[config.mk]
export PLATFORM = sky130hd
export DESIGN_NAME = svm_top
export DESIGN_NICKNAME = d
export VERILOG_FILES = /design/src/common/svm_pkg.sv /design/src/hdl/duty_scaler.sv /design/src/hdl/sine_lookup.sv /design/src/hdl/step_sequencer.sv /design/src/hdl/svm_top.sv /design/src/pwm/pwm_channel.sv /design/src/pwm/pwm_timebase.sv
export SDC_FILE = /design/constraint.sdc
export NUM_CORES = 1
export LEC_CHECK = 0
export ABC_CLOCK_PERIOD_IN_PS = 4980
export BUFFER_PORTS_ARGS = -buffer_cell sky130_fd_sc_hd__buf_2
export CAP_MARGIN = 20
export CORE_MARGIN = 8
export CORE_UTILIZATION = 55
export CTS_BUF_LIST = sky130_fd_sc_hd__clkbuf_16
export CTS_CLUSTER_DIAMETER = 150
export DETAILED_ROUTE_END_ITERATION = 8
export GPL_TIMING_DRIVEN = 0
export MAX_ROUTING_LAYER = met4
export PLACE_DENSITY = 0.8
export SYNTH_ARGS = -nofsm -noshare
export SYNTH_HDL_FRONTEND = slang
export SYNTH_SLANG_ARGS = --single-unit
[constraint.sdc]
create_clock -name clk -period 4.98 [get_ports clk]
set_input_delay 0.498 -clock clk [delete_from_list [all_inputs] [get_ports clk]]
set_output_delay 0.498 -clock clk [all_outputs]
set_load 0.01 [all_outputs]
[src/common/svm_pkg.sv]
// Space vector modulator shared definitions

package svm_pkg;

  // Current amplitude width
  localparam int current_bits = 4;
  // Table magnitude width
  localparam int microstep_bits = 8;
  // Microsteps per quarter wave
  localparam int microsteps = 64;
  // One electrical turn is 256 counts
  localparam int phase_ct_bits = 8;
  // Half wave held in the table
  localparam int table_depth = 2 * microsteps;
  // Magnitude times current
  localparam int duty_bits = microstep_bits + current_bits;
  // PWM period in clk cycles
  localparam int pwm_period = 4096;

  // Phase vector amplitude
  typedef logic [current_bits-1:0] current_t;
  // Electrical angle
  typedef logic [phase_ct_bits-1:0] phase_ct_t;
  // Half-wave index, low bits of the angle
  typedef logic [phase_ct_bits-2:0] table_idx_t;
  // Sine magnitude
  typedef logic [microstep_bits-1:0] mag_t;
  // On-time in cycles
  typedef logic [duty_bits-1:0] duty_t;
  // Turn-on delay, at most half a duty
  typedef logic [duty_bits-2:0] delay_t;
  // PWM period counter
  typedef logic [duty_bits-1:0] pwm_ct_t;

  // Sequencer states
  typedef enum logic [1:0] {
    seq_idle,
    seq_fetch,
    seq_scale,
    seq_commit
  } seq_state_t;

endpackage

[src/hdl/duty_scaler.sv]
// Duty scaling and centring
`timescale 1ns/100ps

module duty_scaler import svm_pkg::*; #(
  parameter bit center_aligned = 1'b1
) (
  input  logic     clk,
  input  logic     resetn,
  input  logic     scale_en,
  input  current_t current,
  input  mag_t     mag_a,
  input  mag_t     mag_b,
  output duty_t    duty_a_next,
  output duty_t    duty_b_next,
  output delay_t   delay_a_next,
  output delay_t   delay_b_next
);

  // Magnitude times current, 255 x 15 at most
  duty_t prod_a;
  duty_t prod_b;
  // Gap between the two on-times
  duty_t diff;
  delay_t dly_a;
  delay_t dly_b;

  assign prod_a = mag_a * current;
  assign prod_b = mag_b * current;

  assign diff = (prod_a > prod_b) ? prod_a - prod_b : prod_b - prod_a;

  // Centre aligned
  // A: ___|-------|____
  // B: ______|-|_______
  // Smaller pulse starts half the gap late, rounded down
  always_comb begin
    dly_a = '0;
    dly_b = '0;
    if (center_aligned) begin
      if (prod_a < prod_b) begin
        dly_a = diff[duty_bits-1:1];
      end else if (prod_b < prod_a) begin
        dly_b = diff[duty_bits-1:1];
      end
    end
  end

  always_ff @(posedge clk) begin
    if (resetn) begin
      duty_a_next  <= '0;
      duty_b_next  <= '0;
      delay_a_next <= '0;
      delay_b_next <= '0;
    end else if (scale_en) begin
      // Current sampled here only
      duty_a_next  <= prod_a;
      duty_b_next  <= prod_b;
      delay_a_next <= dly_a;
      delay_b_next <= dly_b;
    end
  end

endmodule

[src/hdl/sine_lookup.sv]
// Half-wave sine table
`timescale 1ns/100ps

module sine_lookup import svm_pkg::*; (
  input  logic       clk,
  input  logic       lookup_en,
  input  table_idx_t table_idx,
  output mag_t       mag_a,
  output mag_t       mag_b
);

  localparam real pi = 3.14159265358979;
  // Full scale magnitude
  localparam real mag_max = 2.0 ** microstep_bits - 1.0;

  // Half wave keeps a true zero crossing
  mag_t sine_rom [0:table_depth-1];

  // Cosine sits a quarter wave further on
  table_idx_t cos_idx;

  // ROM contents, truncated toward zero
  initial begin
    for (int i = 0; i < table_depth; i++) begin
      sine_rom[i] = mag_t'($rtoi($sin(pi * i / table_depth) * mag_max));
    end
  end

  // Wraps inside the 128 entries
  assign cos_idx = table_idx + table_idx_t'(microsteps);

  // Registered reads, no reset so it maps to block RAM
  always_ff @(posedge clk) begin
    if (lookup_en) begin
      mag_a <= sine_rom[table_idx];
      mag_b <= sine_rom[cos_idx];
    end
  end

endmodule

[src/hdl/step_sequencer.sv]
// Step sequencer FSM
`timescale 1ns/100ps

module step_sequencer import svm_pkg::*; (
  input  logic       clk,
  input  logic       resetn,
  input  logic       enable,
  input  logic       step,
  input  logic       dir,
  input  logic       period_start,
  output phase_ct_t  phase_ct,
  output table_idx_t table_idx,
  output logic       lookup_en,
  output logic       scale_en,
  output logic       commit
);

  seq_state_t state;

  // One queued step and its direction
  logic pend;
  logic pend_dir;
  // Update owed after reset, no step needed
  logic init_req;

  // One microstep either way, wraps at 256
  function automatic phase_ct_t stepped(input phase_ct_t ph, input logic up);
    phase_ct_t res;
    if (up) begin
      res = ph + 1'b1;
    end else begin
      res = ph - 1'b1;
    end
    return res;
  endfunction

  always_ff @(posedge clk) begin
    if (resetn) begin
      state    <= seq_idle;
      phase_ct <= '0;
      pend     <= 1'b0;
      pend_dir <= 1'b0;
      init_req <= 1'b1;
    end else begin
      case (state)
        seq_idle: begin
          if (init_req) begin
            // Angle 0 update, a step here waits its turn
            init_req <= 1'b0;
            state    <= seq_fetch;
            if (step && enable) begin
              pend     <= 1'b1;
              pend_dir <= dir;
            end
          end else if (pend && enable) begin
            phase_ct <= stepped(phase_ct, pend_dir);
            pend     <= 1'b0;
            state    <= seq_fetch;
          end else if (step && enable && !pend) begin
            phase_ct <= stepped(phase_ct, dir);
            state    <= seq_fetch;
          end
        end
        seq_fetch: begin
          state <= seq_scale;
        end
        seq_scale: begin
          state <= seq_commit;
        end
        seq_commit: begin
          // Hold until the period boundary
          if (period_start) begin
            state <= seq_idle;
          end
        end
        default: begin
          state <= seq_idle;
        end
      endcase
      // Busy, keep only the first step
      if (state != seq_idle && step && enable && !pend) begin
        pend     <= 1'b1;
        pend_dir <= dir;
      end
    end
  end

  // Cosine offset is applied in the lookup
  assign table_idx = phase_ct[phase_ct_bits-2:0];

  assign lookup_en = (state == seq_fetch);
  assign scale_en  = (state == seq_scale);
  // Same cycle as the count 0 strobe
  assign commit    = (state == seq_commit) && period_start;

endmodule

[src/hdl/svm_top.sv]
// Two-phase space vector modulator
`timescale 1ns/100ps

module svm_top import svm_pkg::*; #(
  parameter bit center_aligned = 1'b1
) (
  input  logic      clk,
  input  logic      resetn,
  input  logic      enable,
  input  logic      step,
  input  logic      dir,
  input  current_t  current,
  output logic [1:0] vref_pwm,
  output phase_ct_t phase_ct,
  output duty_t     duty_a,
  output duty_t     duty_b
);

  // Sequencer strobes
  table_idx_t table_idx;
  logic       lookup_en;
  logic       scale_en;
  logic       commit;

  // Table magnitudes, sine then cosine
  mag_t mag_a;
  mag_t mag_b;

  // Scaled values waiting for the next period
  duty_t  duty_a_next;
  duty_t  duty_b_next;
  delay_t delay_a_next;
  delay_t delay_b_next;

  // Shared PWM timebase
  pwm_ct_t pwm_ct;
  logic    period_start;

  step_sequencer u_seq (
    .clk          (clk),
    .resetn       (resetn),
    .enable       (enable),
    .step         (step),
    .dir          (dir),
    .period_start (period_start),
    .phase_ct     (phase_ct),
    .table_idx    (table_idx),
    .lookup_en    (lookup_en),
    .scale_en     (scale_en),
    .commit       (commit)
  );

  sine_lookup u_lookup (
    .clk       (clk),
    .lookup_en (lookup_en),
    .table_idx (table_idx),
    .mag_a     (mag_a),
    .mag_b     (mag_b)
  );

  duty_scaler #(
    .center_aligned (center_aligned)
  ) u_scaler (
    .clk          (clk),
    .resetn       (resetn),
    .scale_en     (scale_en),
    .current      (current),
    .mag_a        (mag_a),
    .mag_b        (mag_b),
    .duty_a_next  (duty_a_next),
    .duty_b_next  (duty_b_next),
    .delay_a_next (delay_a_next),
    .delay_b_next (delay_b_next)
  );

  pwm_timebase u_timebase (
    .clk          (clk),
    .resetn       (resetn),
    .pwm_ct       (pwm_ct),
    .period_start (period_start)
  );

  // Sine channel
  pwm_channel u_chan_a (
    .clk        (clk),
    .resetn     (resetn),
    .enable     (enable),
    .commit     (commit),
    .pwm_ct     (pwm_ct),
    .duty_next  (duty_a_next),
    .delay_next (delay_a_next),
    .duty       (duty_a),
    .pwm        (vref_pwm[0])
  );

  // Cosine channel
  pwm_channel u_chan_b (
    .clk        (clk),
    .resetn     (resetn),
    .enable     (enable),
    .commit     (commit),
    .pwm_ct     (pwm_ct),
    .duty_next  (duty_b_next),
    .delay_next (delay_b_next),
    .duty       (duty_b),
    .pwm        (vref_pwm[1])
  );

endmodule

[src/pwm/pwm_channel.sv]
// PWM output channel
`timescale 1ns/100ps

module pwm_channel import svm_pkg::*; (
  input  logic    clk,
  input  logic    resetn,
  input  logic    enable,
  input  logic    commit,
  input  pwm_ct_t pwm_ct,
  input  duty_t   duty_next,
  input  delay_t  delay_next,
  output duty_t   duty,
  output logic    pwm
);

  // Shadow turn-on delay
  delay_t delay;

  // Values in force for this count
  duty_t  eff_duty;
  delay_t eff_delay;
  // End of the on window, one bit wider
  logic [duty_bits:0] win_end;
  logic               in_win;

  // New values already count at count 0
  assign eff_duty  = commit ? duty_next : duty;
  assign eff_delay = commit ? delay_next : delay;

  assign win_end = {1'b0, eff_duty} + eff_delay;
  assign in_win  = (pwm_ct >= eff_delay) && (pwm_ct < win_end);

  // Shadow registers, only touched at a period start
  always_ff @(posedge clk) begin
    if (resetn) begin
      duty  <= '0;
      delay <= '0;
    end else if (commit) begin
      duty  <= duty_next;
      delay <= delay_next;
    end
  end

  // Registered output, low while disabled
  always_ff @(posedge clk) begin
    if (resetn) begin
      pwm <= 1'b0;
    end else begin
      pwm <= enable && in_win;
    end
  end

endmodule

[src/pwm/pwm_timebase.sv]
// PWM period counter
`timescale 1ns/100ps

module pwm_timebase import svm_pkg::*; (
  input  logic    clk,
  input  logic    resetn,
  output pwm_ct_t pwm_ct,
  output logic    period_start
);

  // Last count of the period
  logic last_ct;

  assign last_ct = (pwm_ct == pwm_ct_t'(pwm_period - 1));

  // Free running, also while enable is low
  always_ff @(posedge clk) begin
    if (resetn) begin
      pwm_ct       <= '0;
      period_start <= 1'b0;
    end else begin
      // High in the cycle the count reads 0 again
      period_start <= last_ct;
      if (last_ct) begin
        pwm_ct <= '0;
      end else begin
        pwm_ct <= pwm_ct + 1'b1;
      end
    end
  end

endmodule
==> flow_metrics.env, run 1 <==
export IMPL_p_total_mw=11.2
export IMPL_cp_end_kind="flop"
export IMPL_maxSlewHeadroom=0.317
export IMPL_worstPathArrival_ps=5620
export IMPL_cap_violations=0
export IMPL_leakagePower_nw=6.16
export IMPL_h_tree_depth=4
export IMPL_switching_share=0.466
export IMPL_status="complete, but fails checks"
export IMPL_clock_root_buffer="clkbuf_16"
export IMPL_seq_power_share=0.129
export IMPL_routedWlPerCell_um=20.3
export IMPL_p_sw_mw=5.22
export IMPL_clock_sinks=136
export IMPL_p_clk_frac=0.119
export IMPL_worst_pin_slew_ps=1020
export IMPL_postSynthAreaPerCell_um2=8.34
export IMPL_final_nets=1622
export IMPL_skew_ps=13.9
export IMPL_finish_utilization=0.675
export IMPL_ys_ff_latch=136
export IMPL_reg2reg_slack_ps=-320
export IMPL_p_int_mw=5.98
export IMPL_antenna_left=0
export IMPL_final_hold_viol_count=0
export IMPL_die_h_um=158
export IMPL_drc=0
export IMPL_fin_crit_ps=5300
export IMPL_worst_path_largest_cell_delay_ps=560
export IMPL_avgViaCountPerCell=6.11
export IMPL_wl_met2_um=16700
export IMPL_required_ps=5300
export IMPL_holdWs_ps=316
export IMPL_hpwl_um=23100
export IMPL_path_class="reg -> reg"
export IMPL_crit_fanout=8
export IMPL_multi_input_area_um2=8190
export IMPL_finalSetupViolations=20
export IMPL_grt_max_degree=17
export IMPL_fp_dieW_um=158
export IMPL_clock_fmax_mhz=189
export IMPL_fillers=1502
export IMPL_finalWorstSetupSlack_ps=-323
export IMPL_path_cells="and2_4 > fa_1 > inv_2 > fa_1 > inv_2 > ha_4 > buf_4 > xnor2_2 > inv_1 > ha_4 > nand2_2 > o21a_1 > o221a_4 > or3b_1 > o221a_4 > o31ai_4 > nor2_4 > buf_12 > mux2i_1 > xor2_1 > o21ai_1"
export IMPL_hold_class="in -> reg"
export IMPL_peakVddDrop_v=0.000846
export IMPL_met1Wirelength_um=14600
export IMPL_placed_cell_area_um2=11700
export IMPL_yosys_warnings=0
export IMPL_groute_usage_overall=0.263
export IMPL_synth_edf_count=16
export IMPL_coreArea_um2=20000
export IMPL_synth_distinct_cells=64
export IMPL_rsz0062_at_grt="true"
export IMPL_top_layer="met4"
export IMPL_final_area_um2=13500
export IMPL_path_clk_slew_ps=60
export IMPL_path_buf_inv=5
export IMPL_cpLargestDelayFamily="adder cells"
export IMPL_failed_checks="negative setup slack"
export IMPL_clkLatencyLatePin_ps=440
export IMPL_port_buffers=42
export IMPL_die_area_um2=24900
export IMPL_antenna_found_initial=0
export IMPL_pwr_density_cell_nw_per_um2=831
export IMPL_cp_start_kind="flop"
export IMPL_drt_first_pass_iters=8
export IMPL_pwr_share_comb=0.752
export IMPL_drt_iter0_drc=1005
export IMPL_std_cell_rows=52
export IMPL_n_antenna_cell=0
export IMPL_via_count=10600
export IMPL_synthesis_nets=1502
export IMPL_cp_slowest_cell="fa_1"
export IMPL_clockBufferDepth=2
export IMPL_first_global_vias=9916
export IMPL_ys_flop_type="dfxtp_1"
export IMPL_wl_met3_um=2480
export IMPL_cts_buffers=17
export IMPL_holdBufCountCts=0
export IMPL_period_share=1.06
export IMPL_drive_above_1_share=0.196
export IMPL_syn_area_um2=11100
export IMPL_slew_viol_final=0
export IMPL_grt_pass1_wl_um=50500
export IMPL_initial_core_util=0.555
export IMPL_cts_tree="done"
export IMPL_ioPinCount=43
export IMPL_dp_slack_ps=-1140
export IMPL_seqCellArea_um2=2880
export IMPL_drt_wl_total_um=35200
export IMPL_netlist_instances=1329
export IMPL_areaGrowthSynthToFinish_pct=21.7
export IMPL_grt_ovfl_total=0
export IMPL_globalplace_congestion=0.998
export IMPL_synth_yosys_seq_area_share=0.260
export IMPL_ys_async_sr_fraction=0
[final cells by class]
| cell class | count | area share |
|---|---|---|
| multi-input combinational | 1019 | 0.608 |
| clock inverter | 15 | 0.0143 |
| inverter | 113 | 0.0315 |
| buffer | 58 | 0.0234 |
| sequential | 136 | 0.214 |
| clock buffer | 17 | 0.0316 |
| timing repair buffer | 104 | 0.0529 |
| tap | 270 | 0.0251 |
[stage by stage]
step,setup TNS [ps],instances
after detailed placement,-20640,1641
after CTS,-1440,1697
after global routing,-6990,1732
final,-5290,1732
after global placement,-19520,1641
after floorplan,0,1329
[routing by layer]
layer	GRT usage	vias up
met5	-	-
met4	0.0983	0
met3	0.0374	149
met2	0.430	556
met1	0.326	5073
li1	-	4804
[power by group through the flow]
stage / clock network, mW / logic, mW / registers [mW]
final: 1.33 / 8.42 / 1.45
after global placement: 0 / 5.07 / 1.45
after CTS: 1.33 / 6.48 / 1.43
after detailed placement: 0 / 5.18 / 1.46
after global routing: 1.38 / 8.78 / 1.46
after floorplan: 0 / 4.07 / 1.39
[what timing repair did]
| action | in CTS | in global routing |
|---|---|---|
| gates cloned | 0 | 1 |
| pin swaps | 40 | 57 |
| hold endpoints to repair | 0 | 0 |
| resized for setup | 83 | 67 |
| endpoints found under the setup margin | 24 | 24 |
| buffers inserted | 26 | 35 |
[sequential cells by signal, indices dropped and copies added, names as in the netlist, 11 cells and up]
name	flops
u_scaler.delay_a_next	11
u_timebase.pwm_ct	12
u_scaler.delay_b_next	11
u_chan_a.delay	11
u_chan_b.delay	11
u_scaler.duty_a_next	12
u_chan_a.duty	12
u_chan_b.duty	12
u_scaler.duty_b_next	12
[Yosys cell counts (4+ instances only)]
| library cell | number | area, um^2 |
|---|---|---|
| o31a_1 | 7 | 61.3 |
| o211ai_1 | 9 | 67.6 |
| dfxtp_1 | 120 | 2400 |
| o31ai_1 | 4 | 30.0 |
| mux2i_1 | 56 | 561 |
| nand3_1 | 13 | 65.1 |
| nor2_1 | 136 | 510 |
| xor2_1 | 17 | 149 |
| mux2_2 | 30 | 338 |
| a211oi_1 | 20 | 150 |
| nand2_1 | 108 | 405 |
| and2_1 | 47 | 294 |
| and3_1 | 8 | 50.1 |
| a21o_1 | 31 | 233 |
| nand2b_1 | 14 | 87.6 |
| edfxtp_1 | 16 | 480 |
| buf_1 | 5 | 18.8 |
| o21ai_0 | 79 | 395 |
| clkbuf_1 | 54 | 203 |
| a21oi_1 | 79 | 395 |
| nor2b_1 | 41 | 257 |
| o21a_1 | 11 | 82.6 |
| fa_1 | 28 | 561 |
| xnor2_1 | 39 | 342 |
| ha_1 | 136 | 1700 |
| o311ai_0 | 4 | 35.0 |
| inv_1 | 113 | 424 |
| o21bai_1 | 12 | 90.1 |
| nor3_1 | 14 | 70.1 |
| o21ai_1 | 17 | 85.1 |
| or3_1 | 6 | 37.5 |
[kinds of logic (layout without fill, tap and decap cells)]
| logic type | count (synthesis) | after routing | synth area share |
|---|---|---|---|
| AOI/OAI and AO/OA | 310 | 310 | 0.178 |
| buffers and inverters | 174 | 307 | 0.0596 |
| DFF | 136 | 136 | 0.260 |
| adders and majority gates | 166 | 166 | 0.206 |
| muxes | 87 | 87 | 0.0831 |
| and+or+nand+nor | 400 | 400 | 0.169 |
| xor gates and xnor gates | 56 | 56 | 0.0443 |
[final timing paths]
kind	startpoint	end	depth (start not counted)
setup / recovery	u_lookup.mag_b[1]$_DFFE_PN_	u_scaler.delay_b_next[2]$_SDFFE_PP0P_	21
setup reg to reg	u_lookup.mag_b[1]$_DFFE_PN_	u_scaler.delay_b_next[2]$_SDFFE_PP0P_	21
hold / removal	dir	u_seq.pend_dir$_SDFFE_PP0P_	3
hold reg to reg	u_scaler.delay_b_next[9]$_SDFFE_PP0P_	u_scaler.delay_b_next[9]$_SDFFE_PP0P_	2
[worst min-delay path, cell delays in order]
cell and delay [ps]:
buf_2 90, mux2i_1 50, nor2_1 70
[placed cells by master, fill, tap and decap left out, types with 25 or more instances in the layout]
| cell type | count |
|---|---|
| nor2_1 | 135 |
| ha_1 | 120 |
| dfxtp_1 | 120 |
| inv_1 | 108 |
| nand2_1 | 102 |
| o21ai_0 | 69 |
| buf_4 | 61 |
| a21oi_1 | 58 |
| mux2i_1 | 51 |
| clkbuf_1 | 42 |
| and2_1 | 42 |
| buf_2 | 42 |
| nor2b_1 | 39 |
| a21o_1 | 31 |
| mux2_2 | 30 |
| xnor2_1 | 27 |
| fa_1 | 25 |
(Power assumes the default switching activity.)
==> run 2, diff against run 1 <==
Settings changed: MAX_ROUTING_LAYER met4 to not set.
==> flow_metrics.env, run 2 (synthesis gave the netlist of run 1 again) <==
export IMPL_status="complete, but fails checks"
export IMPL_failed_checks="negative setup slack"
export IMPL_ioPinCount=43
export IMPL_clock_sinks=136
export IMPL_fin_crit_ps=5250
export IMPL_clock_fmax_mhz=191
export IMPL_final_cells=1724
export IMPL_skew_ps=11.2
export IMPL_cp_end_kind="flop"
export IMPL_areaGrowthSynthToFinish_pct=21.0
export IMPL_groute_usage_overall=0.257
export IMPL_final_cell_mix="nor2_1 (134), ha_1 (124), dfxtp_1 (120)"
export IMPL_reg2reg_slack_ps=-270
export IMPL_pwr_share_comb=0.751
export IMPL_first_global_vias=9799
export IMPL_p_clk_frac=0.114
export IMPL_drt_first_pass_iters=6
export IMPL_drt_iter0_drc=947
export IMPL_placed_cell_area_um2=11700
export IMPL_maxSlewHeadroom=0.391
export IMPL_globalplace_congestion=0.973
export IMPL_n_antenna_cell=0
export IMPL_dpl_cell_count=1641
export IMPL_p_total_mw=10.6
export IMPL_initial_core_util=0.555
export IMPL_via_count=10300
export IMPL_cts_buffers=17
export IMPL_drt_wl_total_um=34400
export IMPL_finalWorstSetupSlack_ps=-265
export IMPL_worstPathArrival_ps=5560
export IMPL_final_area_um2=13400
export IMPL_p_int_mw=5.63
export IMPL_cp_start_kind="flop"
export IMPL_met1Wirelength_um=13900
export IMPL_final_common_cell="nor2_1"
export IMPL_grt_ovfl_total=0
export IMPL_pwr_density_cell_nw_per_um2=792
export IMPL_hold_class="in -> reg"
export IMPL_rsz0062_at_grt="true"
export IMPL_seq_power_share=0.136
export IMPL_drc=0
export IMPL_required_ps=5290
export IMPL_peakVddDrop_v=0.000819
export IMPL_clockBufferDepth=2
export IMPL_routedWlPerCell_um=20.0
export IMPL_antenna_found_initial=0
export IMPL_path_class="reg -> reg"
export IMPL_cts_tree="done"
export IMPL_die_h_um=158
export IMPL_worst_pin_slew_ps=888
export IMPL_antenna_left=0
export IMPL_finalSetupViolations=22
export IMPL_tns_ps=-3790
export IMPL_leakagePower_nw=6.12
export IMPL_switching_share=0.470
export IMPL_slew_viol_final=0
export IMPL_p_sw_mw=4.99
export IMPL_crit_fanout=10
export IMPL_grt_pass1_wl_um=50600
export IMPL_avgViaCountPerCell=5.99
export IMPL_coreArea_um2=20000
export IMPL_h_tree_depth=4
export IMPL_final_nets=1614
export IMPL_clock_root_buffer="clkbuf_16"
export IMPL_clkLatencyLatePin_ps=430
export IMPL_drive_above_1_share=0.188
export IMPL_fp_dieW_um=158
export IMPL_wl_met2_um=16500
export IMPL_hpwl_um=23500
export IMPL_wl_met3_um=2600
export IMPL_cap_violations=0
export IMPL_port_buffers=42
export IMPL_period_share=1.05
export IMPL_top_layer="met5"
export IMPL_final_hold_viol_count=0
export IMPL_path_clk_slew_ps=70
export IMPL_std_cell_rows=52
export IMPL_grt_max_degree=17
export IMPL_die_area_um2=24900
## run 2: cell count changes in the layout (fill, tap and decap cells not counted), sizes merged
cell    before  now
inv        119  120
bufinv       3    0
clkbuf      63   65
clkinv       5    7
buf        116  106
## run 2: power groups by stage
stage                     registers [mW]  clock network (mW)  logic [mW]
after floorplan                     1.39                   0        4.07
after global placement              1.45                   0        5.10
after detailed placement            1.46                   0        5.17
after CTS                           1.43                1.20        5.92
after global routing                1.45                1.26        8.44
final                               1.44                1.21        7.97
## run 2: repair_timing
| action | in CTS | in global routing |
|---|---|---|
| setup endpoints to repair | 24 | 24 |
| gates cloned | 0 | 1 |
| resized for setup | 58 | 93 |
| buffers inserted | 19 | 34 |
| hold buffers | 0 | 0 |
| pin swaps | 26 | 61 |
## run 2: path summary, 6_finish.rpt
path,from,to,depth (start not counted)
hold reg to reg,u_scaler.delay_b_next[4]$_SDFFE_PP0P_,u_scaler.delay_b_next[4]$_SDFFE_PP0P_,2
setup reg to reg,u_lookup.mag_b[1]$_DFFE_PN_,u_scaler.delay_b_next[5]$_SDFFE_PP0P_,23
hold / removal,enable,u_seq.pend$_SDFFE_PP0P_,2
setup / recovery,u_lookup.mag_b[1]$_DFFE_PN_,u_scaler.delay_b_next[5]$_SDFFE_PP0P_,23
## run 2: final cells by class
cell class / count / area [um^2]
multi-input cells: 1019 / 8230
fillers: 1506 / 6560
plain buffers: 58 / 319
repair buffers: 96 / 663
well taps: 270 / 338
clock inverters: 15 / 136
flip-flops and latches: 136 / 2880
inverters: 113 / 424
clock buffers: 17 / 425
## run 2: metrics by stage
| stage | util | setup WS, ps | hold WS [ps] |
|---|---|---|---|
| 6_report | 0.672 | -265 | 316 |
| 5_1_grt | 0.672 | -392 | 316 |
| 4_1_cts | 0.635 | -175 | 306 |
| 3_5_place_dp | 0.586 | -1160 | 442 |
| 3_3_place_gp | 0.586 | -944 | 438 |
| 2_1_floorplan | - | 0.0280 | 421 |
## run 2: layer usage
layer,up-vias,global-route usage
li1,4789,-
met1,4920,0.324
met2,475,0.429
met3,138,0.0445
met4,2,0.107
met5,-,0
## run 2: critical path, stage by stage (launching register included)
cell and delay [ps]:
edfxtp_1 450, and2_4 180, fa_1 580, inv_2 60, fa_1 550, inv_2 50, ha_4 180, a211oi_4 250
o21ai_4 120, a21oi_2 190, o21bai_2 110, buf_4 160, xor2_4 160, ha_4 300, nand4_1 130, nor3_2 130
and3b_2 260, o211ai_1 150, o2bb2ai_4 180, nor2_4 140, buf_12 170, mux2i_1 310, xnor2_2 190, o21ai_1 110
